===== config.mk =====
export PLATFORM = sky130hd
export DESIGN_NAME = vst_top
export DESIGN_NICKNAME = d
export VERILOG_FILES = /design/src/verilog/vst_pkg.sv /design/src/verilog/vst_burst_if.sv /design/src/verilog/vst_top.sv /design/src/verilog/vst_store_unit.sv /design/src/verilog/vst_addrgen.sv
export VERILOG_INCLUDE_DIRS = /design/src /design/src/verilog
export SDC_FILE = /design/constraint.sdc
export NUM_CORES = 1
export LEC_CHECK = 0
export BUFFER_PORTS_ARGS = -buffer_cell sky130_fd_sc_hd__buf_4
export CORE_MARGIN = 2
export CORE_UTILIZATION = 28
export CTS_BUF_LIST = sky130_fd_sc_hd__clkbuf_16
export DETAILED_ROUTE_END_ITERATION = 10
export HOLD_SLACK_MARGIN = 0.06
export MAX_ROUTING_LAYER = met4
export PLACE_DENSITY = 0.62
export SYNTH_ARGS = -nofsm -noshare
export SYNTH_HDL_FRONTEND = slang
export SYNTH_SLANG_ARGS = --single-unit

===== constraint.sdc =====
create_clock -name clk_i -period 12.79 [get_ports clk_i]
set_clock_uncertainty 0.2 [all_clocks]
set_input_delay 2.558 -clock clk_i [delete_from_list [all_inputs] [get_ports clk_i]]
set_output_delay 2.558 -clock clk_i [all_outputs]
set_load 0.005 [all_outputs]

===== src/verilog/vst_consts.svh =====
// Constants for the vector store path
// Lane count, element and address widths, burst limit and commit queue depth
`ifndef VST_CONSTS_SVH
`define VST_CONSTS_SVH

// Lanes delivering one element each per step
`define VST_NR_LANES 2
// Element width in bits
`define VST_ELEM_W 32
// Byte address width
`define VST_ADDR_W 32
// Vector length width in elements
`define VST_VL_W 8
// Instruction id width
`define VST_ID_W 3
// Most beats in one AW burst
`define VST_MAX_BURST 4
// Bursts that may wait for their B response
`define VST_COMMIT_DEPTH 8

`endif

===== src/verilog/vst_pkg.sv =====
// Shared types of the vector store path
// Vector payload typedefs and the address generator state enum
`include "vst_consts.svh"

package vst_pkg;

  // Instruction id from the sequencer
  typedef logic [`VST_ID_W-1:0] vid_t;
  // Byte address
  typedef logic [`VST_ADDR_W-1:0] vaddr_t;
  // Element count
  typedef logic [`VST_VL_W-1:0] vl_t;
  // One lane element
  typedef logic [`VST_ELEM_W-1:0] elem_t;

  // One W beat, lane 0 in the low half
  typedef logic [`VST_NR_LANES*`VST_ELEM_W-1:0] beat_t;
  // Byte strobe of one W beat
  typedef logic [`VST_NR_LANES*`VST_ELEM_W/8-1:0] strb_t;
  // AXI burst length minus one
  typedef logic [7:0] axi_len_t;

  // Address generator states
  typedef enum logic {
    AG_IDLE,
    AG_BURST
  } ag_state_e;

endpackage


===== src/verilog/vst_burst_if.sv =====
// Burst descriptor link between address generator and store unit
// One descriptor per AW burst, valid/ready handshake
`timescale 1ns/1ps

interface vst_burst_if;

  logic               valid;
  logic               ready;
  // Burst length minus one, same as AW len
  vst_pkg::axi_len_t  beats;
  // Valid elements carried by the burst
  vst_pkg::vl_t       elems;
  vst_pkg::vid_t      id;
  // Final burst of the instruction
  logic               last;

  // Address generator side
  modport gen (output valid, beats, elems, id, last, input ready);
  // Store unit side
  modport wr (input valid, beats, elems, id, last, output ready);

endinterface


===== src/verilog/vst_top.sv =====
// Vector store path top level
// Address generator and store unit joined by the burst descriptor link
// AXI AW, W and B channels and the lanes as plain ports
`timescale 1ns/1ps
`include "vst_consts.svh"

module vst_top (
  input  logic               clk_i,
  input  logic               rst_ni,
  // Sequencer request
  input  logic               req_valid_i,
  output logic               req_ready_o,
  input  vst_pkg::vid_t      req_id_i,
  input  vst_pkg::vaddr_t    req_addr_i,
  input  vst_pkg::vl_t       req_vl_i,
  // AXI AW
  output vst_pkg::vaddr_t    aw_addr_o,
  output vst_pkg::axi_len_t  aw_len_o,
  output logic               aw_valid_o,
  input  logic               aw_ready_i,
  // AXI W
  output vst_pkg::beat_t     w_data_o,
  output vst_pkg::strb_t     w_strb_o,
  output logic               w_last_o,
  output logic               w_valid_o,
  input  logic               w_ready_i,
  // AXI B
  input  logic               b_valid_i,
  output logic               b_ready_o,
  // Lanes, one port per lane
  input  vst_pkg::elem_t     lane0_data_i,
  input  vst_pkg::elem_t     lane1_data_i,
  input  logic               lane0_valid_i,
  input  logic               lane1_valid_i,
  output logic               lane_ready_o,
  // Completion
  output logic               done_valid_o,
  output vst_pkg::vid_t      done_id_o
);

  vst_pkg::elem_t [`VST_NR_LANES-1:0] lane_data;
  logic [`VST_NR_LANES-1:0]           lane_valid;

  assign lane_data[0]  = lane0_data_i;
  assign lane_data[1]  = lane1_data_i;
  assign lane_valid[0] = lane0_valid_i;
  assign lane_valid[1] = lane1_valid_i;

  vst_burst_if u_burst_if ();

  vst_addrgen u_addrgen (
    .clk_i       (clk_i),
    .rst_ni      (rst_ni),
    .req_valid_i (req_valid_i),
    .req_ready_o (req_ready_o),
    .req_id_i    (req_id_i),
    .req_addr_i  (req_addr_i),
    .req_vl_i    (req_vl_i),
    .aw_addr_o   (aw_addr_o),
    .aw_len_o    (aw_len_o),
    .aw_valid_o  (aw_valid_o),
    .aw_ready_i  (aw_ready_i),
    .burst       (u_burst_if.gen)
  );

  vst_store_unit u_store_unit (
    .clk_i        (clk_i),
    .rst_ni       (rst_ni),
    .burst        (u_burst_if.wr),
    .lane_data_i  (lane_data),
    .lane_valid_i (lane_valid),
    .lane_ready_o (lane_ready_o),
    .w_data_o     (w_data_o),
    .w_strb_o     (w_strb_o),
    .w_last_o     (w_last_o),
    .w_valid_o    (w_valid_o),
    .w_ready_i    (w_ready_i),
    .b_valid_i    (b_valid_i),
    .b_ready_o    (b_ready_o),
    .done_valid_o (done_valid_o),
    .done_id_o    (done_id_o)
  );

endmodule


===== src/verilog/vst_store_unit.sv =====
// Vector store unit
// Packs lane words into AXI W beats with strobe and last
// Commit queue of sent bursts, B handling and done reporting
`timescale 1ns/1ps
`include "vst_consts.svh"

module vst_store_unit (
  input  logic                                clk_i,
  input  logic                                rst_ni,
  // Descriptors from the address generator
  vst_burst_if.wr                             burst,
  // Lane operands
  input  vst_pkg::elem_t [`VST_NR_LANES-1:0]  lane_data_i,
  input  logic [`VST_NR_LANES-1:0]            lane_valid_i,
  output logic                                lane_ready_o,
  // AXI W channel
  output vst_pkg::beat_t                      w_data_o,
  output vst_pkg::strb_t                      w_strb_o,
  output logic                                w_last_o,
  output logic                                w_valid_o,
  input  logic                                w_ready_i,
  // AXI B channel, response code ignored
  input  logic                                b_valid_i,
  output logic                                b_ready_o,
  // Instruction completion
  output logic                                done_valid_o,
  output vst_pkg::vid_t                       done_id_o
);

  localparam int unsigned depth      = `VST_COMMIT_DEPTH;
  localparam int unsigned ptr_w      = $clog2(depth);
  localparam int unsigned elem_bytes = `VST_ELEM_W / 8;

  // Position inside the current burst
  vst_pkg::axi_len_t beat_cnt_q;
  vst_pkg::vl_t      elem_cnt_q;
  vst_pkg::vl_t      elems_left;
  logic              two_elems;
  logic              w_fire;
  logic              burst_end;

  // Commit queue storage and control
  vst_pkg::vid_t     cq_id_q [depth];
  logic [depth-1:0]  cq_last_q;
  logic [ptr_w-1:0]  cq_wptr_q;
  logic [ptr_w-1:0]  cq_rptr_q;
  logic [ptr_w:0]    cq_cnt_q;
  logic              cq_full;
  logic              cq_push;
  logic              cq_pop;

  assign elems_left = burst.elems - elem_cnt_q;
  // Trailing odd element fills only the low half
  assign two_elems  = (elems_left >= vst_pkg::vl_t'(`VST_NR_LANES));

  // Lane 0 lands in the low half of the beat
  assign w_data_o  = vst_pkg::beat_t'(lane_data_i);
  assign w_strb_o  = two_elems ? '1 : vst_pkg::strb_t'({elem_bytes{1'b1}});
  assign w_last_o  = (beat_cnt_q == burst.beats);
  // Independent of wready, as AXI requires
  assign w_valid_o = burst.valid && (&lane_valid_i) && !cq_full;
  assign w_fire    = w_valid_o && w_ready_i;
  assign burst_end = w_fire && w_last_o;

  // One lane word per W beat
  assign lane_ready_o = w_fire;
  // Retire the descriptor on its final beat
  assign burst.ready  = burst_end;

  always_ff @(posedge clk_i or negedge rst_ni) begin
    if (!rst_ni) begin
      beat_cnt_q <= '0;
      elem_cnt_q <= '0;
    end else if (burst_end) begin
      beat_cnt_q <= '0;
      elem_cnt_q <= '0;
    end else if (w_fire) begin
      beat_cnt_q <= beat_cnt_q + 1'b1;
      elem_cnt_q <= elem_cnt_q + vst_pkg::vl_t'(`VST_NR_LANES);
    end
  end

  // Every sent burst waits here for its B, oldest first
  assign cq_full   = (cq_cnt_q == (ptr_w+1)'(depth));
  assign cq_push   = burst_end;
  assign b_ready_o = (cq_cnt_q != '0);
  assign cq_pop    = b_valid_i && b_ready_o;

  always_ff @(posedge clk_i) begin
    if (cq_push) begin
      cq_id_q[cq_wptr_q]   <= burst.id;
      cq_last_q[cq_wptr_q] <= burst.last;
    end
  end

  always_ff @(posedge clk_i or negedge rst_ni) begin
    if (!rst_ni) begin
      cq_wptr_q <= '0;
      cq_rptr_q <= '0;
      cq_cnt_q  <= '0;
    end else begin
      if (cq_push) begin
        cq_wptr_q <= (cq_wptr_q == ptr_w'(depth - 1)) ? '0 : cq_wptr_q + 1'b1;
      end
      if (cq_pop) begin
        cq_rptr_q <= (cq_rptr_q == ptr_w'(depth - 1)) ? '0 : cq_rptr_q + 1'b1;
      end
      cq_cnt_q <= cq_cnt_q + (ptr_w+1)'(cq_push) - (ptr_w+1)'(cq_pop);
    end
  end

  // Done pulse one cycle after the B of a final burst
  always_ff @(posedge clk_i or negedge rst_ni) begin
    if (!rst_ni) begin
      done_valid_o <= 1'b0;
    end else begin
      done_valid_o <= cq_pop && cq_last_q[cq_rptr_q];
    end
  end

  always_ff @(posedge clk_i) begin
    if (cq_pop) begin
      done_id_o <= cq_id_q[cq_rptr_q];
    end
  end

endmodule


===== src/verilog/vst_addrgen.sv =====
// Vector store address generator
// Splits a store request into INCR bursts of up to four 8-byte beats
// Issues one AW and one burst descriptor per burst
`timescale 1ns/1ps
`include "vst_consts.svh"

module vst_addrgen (
  input  logic               clk_i,
  input  logic               rst_ni,
  // Sequencer request
  input  logic               req_valid_i,
  output logic               req_ready_o,
  input  vst_pkg::vid_t      req_id_i,
  input  vst_pkg::vaddr_t    req_addr_i,
  input  vst_pkg::vl_t       req_vl_i,
  // AXI AW channel, size 8 bytes and INCR implied
  output vst_pkg::vaddr_t    aw_addr_o,
  output vst_pkg::axi_len_t  aw_len_o,
  output logic               aw_valid_o,
  input  logic               aw_ready_i,
  // Descriptors towards the store unit
  vst_burst_if.gen           burst
);

  // Elements that fit in one full burst
  localparam int unsigned max_elems = `VST_NR_LANES * `VST_MAX_BURST;
  // Address step per beat as a shift
  localparam int unsigned beat_shift = $clog2(`VST_NR_LANES * `VST_ELEM_W / 8);

  vst_pkg::ag_state_e state_q;
  vst_pkg::ag_state_e state_d;
  logic               req_ready_q;
  logic               aw_sent_q;
  logic               desc_sent_q;
  vst_pkg::vid_t      id_q;
  vst_pkg::vaddr_t    addr_q;
  vst_pkg::vl_t       rem_q;

  logic [`VST_VL_W:0] beats_total;
  vst_pkg::axi_len_t  burst_beats;
  vst_pkg::vl_t       burst_elems;
  logic               final_burst;
  logic               req_fire;
  logic               aw_fire;
  logic               desc_fire;
  logic               aw_done;
  logic               desc_done;
  logic               burst_done;

  // Shape of the current burst from the remaining elements
  always_comb begin
    // Two elements per beat, rounded up
    beats_total = ({1'b0, rem_q} + 1'b1) >> 1;
    burst_beats = (beats_total > `VST_MAX_BURST) ? vst_pkg::axi_len_t'(`VST_MAX_BURST)
                                                 : vst_pkg::axi_len_t'(beats_total);
    final_burst = (rem_q <= max_elems);
    burst_elems = final_burst ? rem_q : vst_pkg::vl_t'(max_elems);
  end

  assign req_ready_o = req_ready_q;
  assign req_fire    = req_valid_i && req_ready_q;

  // AW and descriptor leave together but may be accepted apart
  assign aw_valid_o  = (state_q == vst_pkg::AG_BURST) && !aw_sent_q;
  assign aw_addr_o   = addr_q;
  assign aw_len_o    = burst_beats - 1'b1;
  assign burst.valid = (state_q == vst_pkg::AG_BURST) && !desc_sent_q;
  assign burst.beats = aw_len_o;
  assign burst.elems = burst_elems;
  assign burst.id    = id_q;
  assign burst.last  = final_burst;

  assign aw_fire    = aw_valid_o && aw_ready_i;
  assign desc_fire  = burst.valid && burst.ready;
  assign aw_done    = aw_sent_q || aw_fire;
  assign desc_done  = desc_sent_q || desc_fire;
  // Advance once both sides have taken the burst
  assign burst_done = (state_q == vst_pkg::AG_BURST) && aw_done && desc_done;

  always_comb begin
    state_d = state_q;
    if (req_fire) begin
      state_d = vst_pkg::AG_BURST;
    end else if (burst_done && final_burst) begin
      state_d = vst_pkg::AG_IDLE;
    end
  end

  always_ff @(posedge clk_i or negedge rst_ni) begin
    if (!rst_ni) begin
      state_q     <= vst_pkg::AG_IDLE;
      req_ready_q <= 1'b0;
      aw_sent_q   <= 1'b0;
      desc_sent_q <= 1'b0;
    end else begin
      state_q     <= state_d;
      // Ready mirrors the idle state from the first cycle on
      req_ready_q <= (state_d == vst_pkg::AG_IDLE);
      if (req_fire || burst_done) begin
        aw_sent_q   <= 1'b0;
        desc_sent_q <= 1'b0;
      end else begin
        aw_sent_q   <= aw_done;
        desc_sent_q <= desc_done;
      end
    end
  end

  // Current instruction, next burst address and elements left
  always_ff @(posedge clk_i) begin
    if (req_fire) begin
      id_q   <= req_id_i;
      addr_q <= req_addr_i;
      rem_q  <= req_vl_i;
    end else if (burst_done) begin
      addr_q <= addr_q + (vst_pkg::vaddr_t'(burst_beats) << beat_shift);
      rem_q  <= rem_q - burst_elems;
    end
  end

endmodule


==> results.md <==
* Total core area at 23300 um2
* Slew margin rel. at between 20% and 30%
* Crit-path most repeated cell: buf_4
* Crit Path Max Fanout at 17
* Post-DR wirelength/cell at 14.1 um
* Die Area at 24900 um2
* Number of remaining DRC errors at 0
* Critical Path AT at 4.02 ns
* Worst skew pair latency at 0.36 ns
* Post-DR vias/cell at approximately 4.5
* Nets at 823
* LEAKAGE at 3.00 nW
* Slowest stage cell, crit path: inv_1
* Die span in y at 158 um
* Seq/Total Area, Yosys at 46.7%
* H-Tree Depth at 3
* Ports at about 240
* Mapped Cells at 636
* Synth Area in Compound Gates at 10.6%
* Switch share at 30.4%
* Largest net degree at the start of global routing at 64
* Worst r2r dst: u_store_unit.cq_id_q[4][0]$_DFFE_PP_
* Die Width at 158 um
* Vias in the first global route at ~4300
* Least-Margin Pin Slew at 1.06 ns
* Type of origin of the critical path: input pin
* Async SR Flop Fraction at 27.8%
* Pre-Repair DR Iteration Count at 4
* NetSw at ~300 uW
* Pint at 686 uW
* Crit-path max cell delay at 0.54 ns
* Cell Pwr Density at between 100 and 150 nW/um2
* Clock sink count at 108
* Status: finished, final reports clean
* Worst Hold Class: reg2reg
* Setup TNS Final at 0 ns
* Count of cell types in the netlist at 61
* Worst hold path depth at 1
* Top delay family on crit path: buffers and inverters
* Initial core utilization at between 20 and 30%
* Total power at 985 uW
* Layout filler cell count at 2403
* Buf/Inv on CP at 3
* Setup bufs post-CTS at 0
* Max IR drop VDD at 0.0623 mV
* FP Rows at 56
* Maximum clock insertion buffer count at 2
* Layout cells sized above 1 at 22.4%
* Register bit total from synthesis at roughly 110
* IO Port Bufs at 104
* Crit-path cells: buf_4, nand4b_1, a21oi_1, nand2_1, inv_1, buf_4
* WP data required at 10.03 ns
* Total global-route track usage at roughly an eighth
* Post-Syn Area at 6630 um2
* Synth Area in Adders at 6.57%
* Antenna violations before repair at 0
* Syn. warnings at 0
* Clock Root Buffer: clkbuf_16
* Post-DP HPWL at 10.3 mm
* Post-CTS Resized at 0
* Sequential Power Share at a little under half
* CTS tree: yes
* Combinational share of power at 23.4%
* CTS Hold Buffers Added at 0
* Xor-xnor portion of the synthesized cell area at 5.15%
* Main flop type after synthesis: edfxtp_1
* Hold Startpoint: u_store_unit.elem_cnt_q[1]$_DFFE_PN0P_
* Tmin final at 6.78 ns
* Simple-Gate Fraction of Synth Area at 14.3%
* Critical R2R Launch: u_addrgen.rem_q[5]$_DFFE_PP_
* Placer Congestion at between 0.7 and 0.8
* CP Depth at 6
* Avg Cell Area, Syn at around 10 um2
* Worst Path Class, Setup: in2out
* R2R depth at 10
* Initial drt markers at 216
* Routed WL at 14.1 mm
* Max Clk Rate at around 150 MHz
* MaxCap Viol Count at 0
* Cts bufs inserted at 9
* Setup Viol. Count Final at 0
* Final hold viol count at 0
* Clock transition at path regs at 0.08 ns
* Antenna cells at 0
* Worst Hold End: u_store_unit.elem_cnt_q[1]$_DFFE_PN0P_
* Largest family of logic cells by synthesized area: simple AND/OR/NAND/NOR gates
* RSZ-0062 raised after global routing: no
* Post-route clock period utilization at 53.0%
* Grt total ovfl at 0
* Number of synthesized flops with an enable pin at 78
* Final Slew Violations at 0
* DRT antenna net count at 0
* First-pass GRT wire length at 22.3 mm
* Via count at 4518
* Endpoint type of the worst setup path: primary output
* Reg2reg setup slack at just under 8 ns
* Post-synthesis mux area share at 4.83%
* Clock power share at 29.3%
* Area grow syn2layout at 14.1%
==> synthesized netlist by cell type (5+ instances only) <==
cell type  instances  area [um2]
o21a_1             7        52.6
ha_1              30         375
and3_1             9        56.3
a21o_1             5        37.5
nand2_1           69         259
dfrtp_1           30         751
nor2b_1           10        62.6
nor2_1            29         109
mux2i_1            5        50.1
o21ai_0           46         230
a21oi_1           26         130
a22o_1             6        52.6
nand3_1           18        90.1
inv_1             39         146
nor3_1            17        85.1
xor2_1            20         175
clkbuf_1          10        37.5
xnor2_1           19         166
mux2_2             8        90.1
buf_4             72         541
nand4_1            6        37.5
edfxtp_1          78        2340
mux4_2             8         180
==> routing by layer <==
| layer | track usage, % | part of all wire (%) |
|---|---|---|
| met4 | 2.94 | 1.2 |
| met2 | 17.9 | 46 |
| met5 | - | 0 |
| met3 | 3.15 | 5.1 |
| met1 | 15.7 | 48 |
==> cells in the final DEF, fill, tap and decap left out, types with 3 or more instances in the layout <==
| cell type | n |
|---|---|
| and2_1 | 4 |
| mux2_2 | 8 |
| buf_4 | 107 |
| fa_1 | 3 |
| nand3_1 | 18 |
| nor4_1 | 4 |
| nand2_1 | 69 |
| or2_2 | 3 |
| nand4_1 | 6 |
| a21oi_1 | 26 |
| nor2_1 | 29 |
| mux2i_1 | 5 |
| o21a_1 | 7 |
| nand2b_1 | 3 |
| a22o_1 | 6 |
| xnor2_1 | 19 |
| ha_1 | 30 |
| a21o_1 | 5 |
| inv_1 | 38 |
| o21ai_1 | 3 |
| edfxtp_1 | 78 |
| conb_1 | 14 |
| dfrtp_1 | 30 |
| mux4_2 | 8 |
| nor3_1 | 17 |
| o31ai_1 | 3 |
| clkbuf_16 | 9 |
| o21ai_0 | 45 |
| and3_1 | 9 |
| xor2_1 | 20 |
| nor2b_1 | 10 |
==> state kept, by name, summed over array words and instances (netlist names), 4 cells and up <==
register and count:
u_store_unit.cq_last_q 8, u_store_unit.cq_id_q 24, u_store_unit.cq_cnt_q 4, u_addrgen.aw_addr_o 32
u_store_unit.beat_cnt_q 8, u_addrgen.rem_q 8, u_store_unit.elem_cnt_q 7
==> per-stage QoR <==
step | setup WS [ns] | cells | area, um2 | utilization, % | hold WS (ns)
3_3_place_gp | 6.03 | 983 | 7250 | 31.1 | 0.318
4_1_cts | 5.99 | 999 | 7560 | 32.4 | 0.338
6_report | 6.01 | 999 | 7560 | 32.4 | 0.333
5_1_grt | 5.78 | 999 | 7560 | 32.4 | 0.359
3_5_place_dp | 6.01 | 983 | 7250 | 31.1 | 0.315
2_1_floorplan | 5.87 | 648 | 6670 | - | 0.272
==> power groups by stage <==
stage | clock network (mW) | logic (mW) | registers, mW
floorplan | 0 | 0.199 | 0.451
global placement | 0 | 0.228 | 0.473
detailed placement | 0 | 0.233 | 0.474
CTS | 0.301 | 0.234 | 0.467
global route | 0.313 | 0.266 | 0.474
finish | 0.289 | 0.231 | 0.465
==> final cells by class <==
cell class / count / area (um2) / area share, %
Tap cell: 319 / 399 / 5.28
Clock inverter: 7 / 81.3 / 1.08
Inverter: 39 / 146 / 1.94
Multi-Input combinational cell: 410 / 2810 / 37.2
Timing Repair Buffer: 107 / 803 / 10.6
Sequential cell: 108 / 3090 / 40.9
Clock buffer: 9 / 225 / 2.98
==> logic make-up (layout without fill, tap and decap cells) <==
family                     after synthesis  in the layout
and+or+nand+nor                        190            190
buffers and inverters                  130            162
AOI/OAI and AO/OA                      113            113
DFF                                    108            108
xor gates and xnor gates                39             39
adders and majority gates               33             33
muxes                                   21             21
other                                    2             14
==> worst max path at each step <==
stage | end | slack [ns] | start
after global placement | lane_ready_o | 6.03 | lane0_valid_i
after detailed placement | lane_ready_o | 6.01 | lane0_valid_i
after CTS | lane_ready_o | 5.99 | lane0_valid_i
final | lane_ready_o | 6.01 | lane0_valid_i
after global routing | w_strb_o[5] | 5.78 | u_addrgen.rem_q[5]$_DFFE_PP_
after floorplan | u_addrgen.aw_addr_o[10]$_DFFE_PP_ | 5.87 | lane0_valid_i
Note: power is estimated with default switching activity, not from simulation.
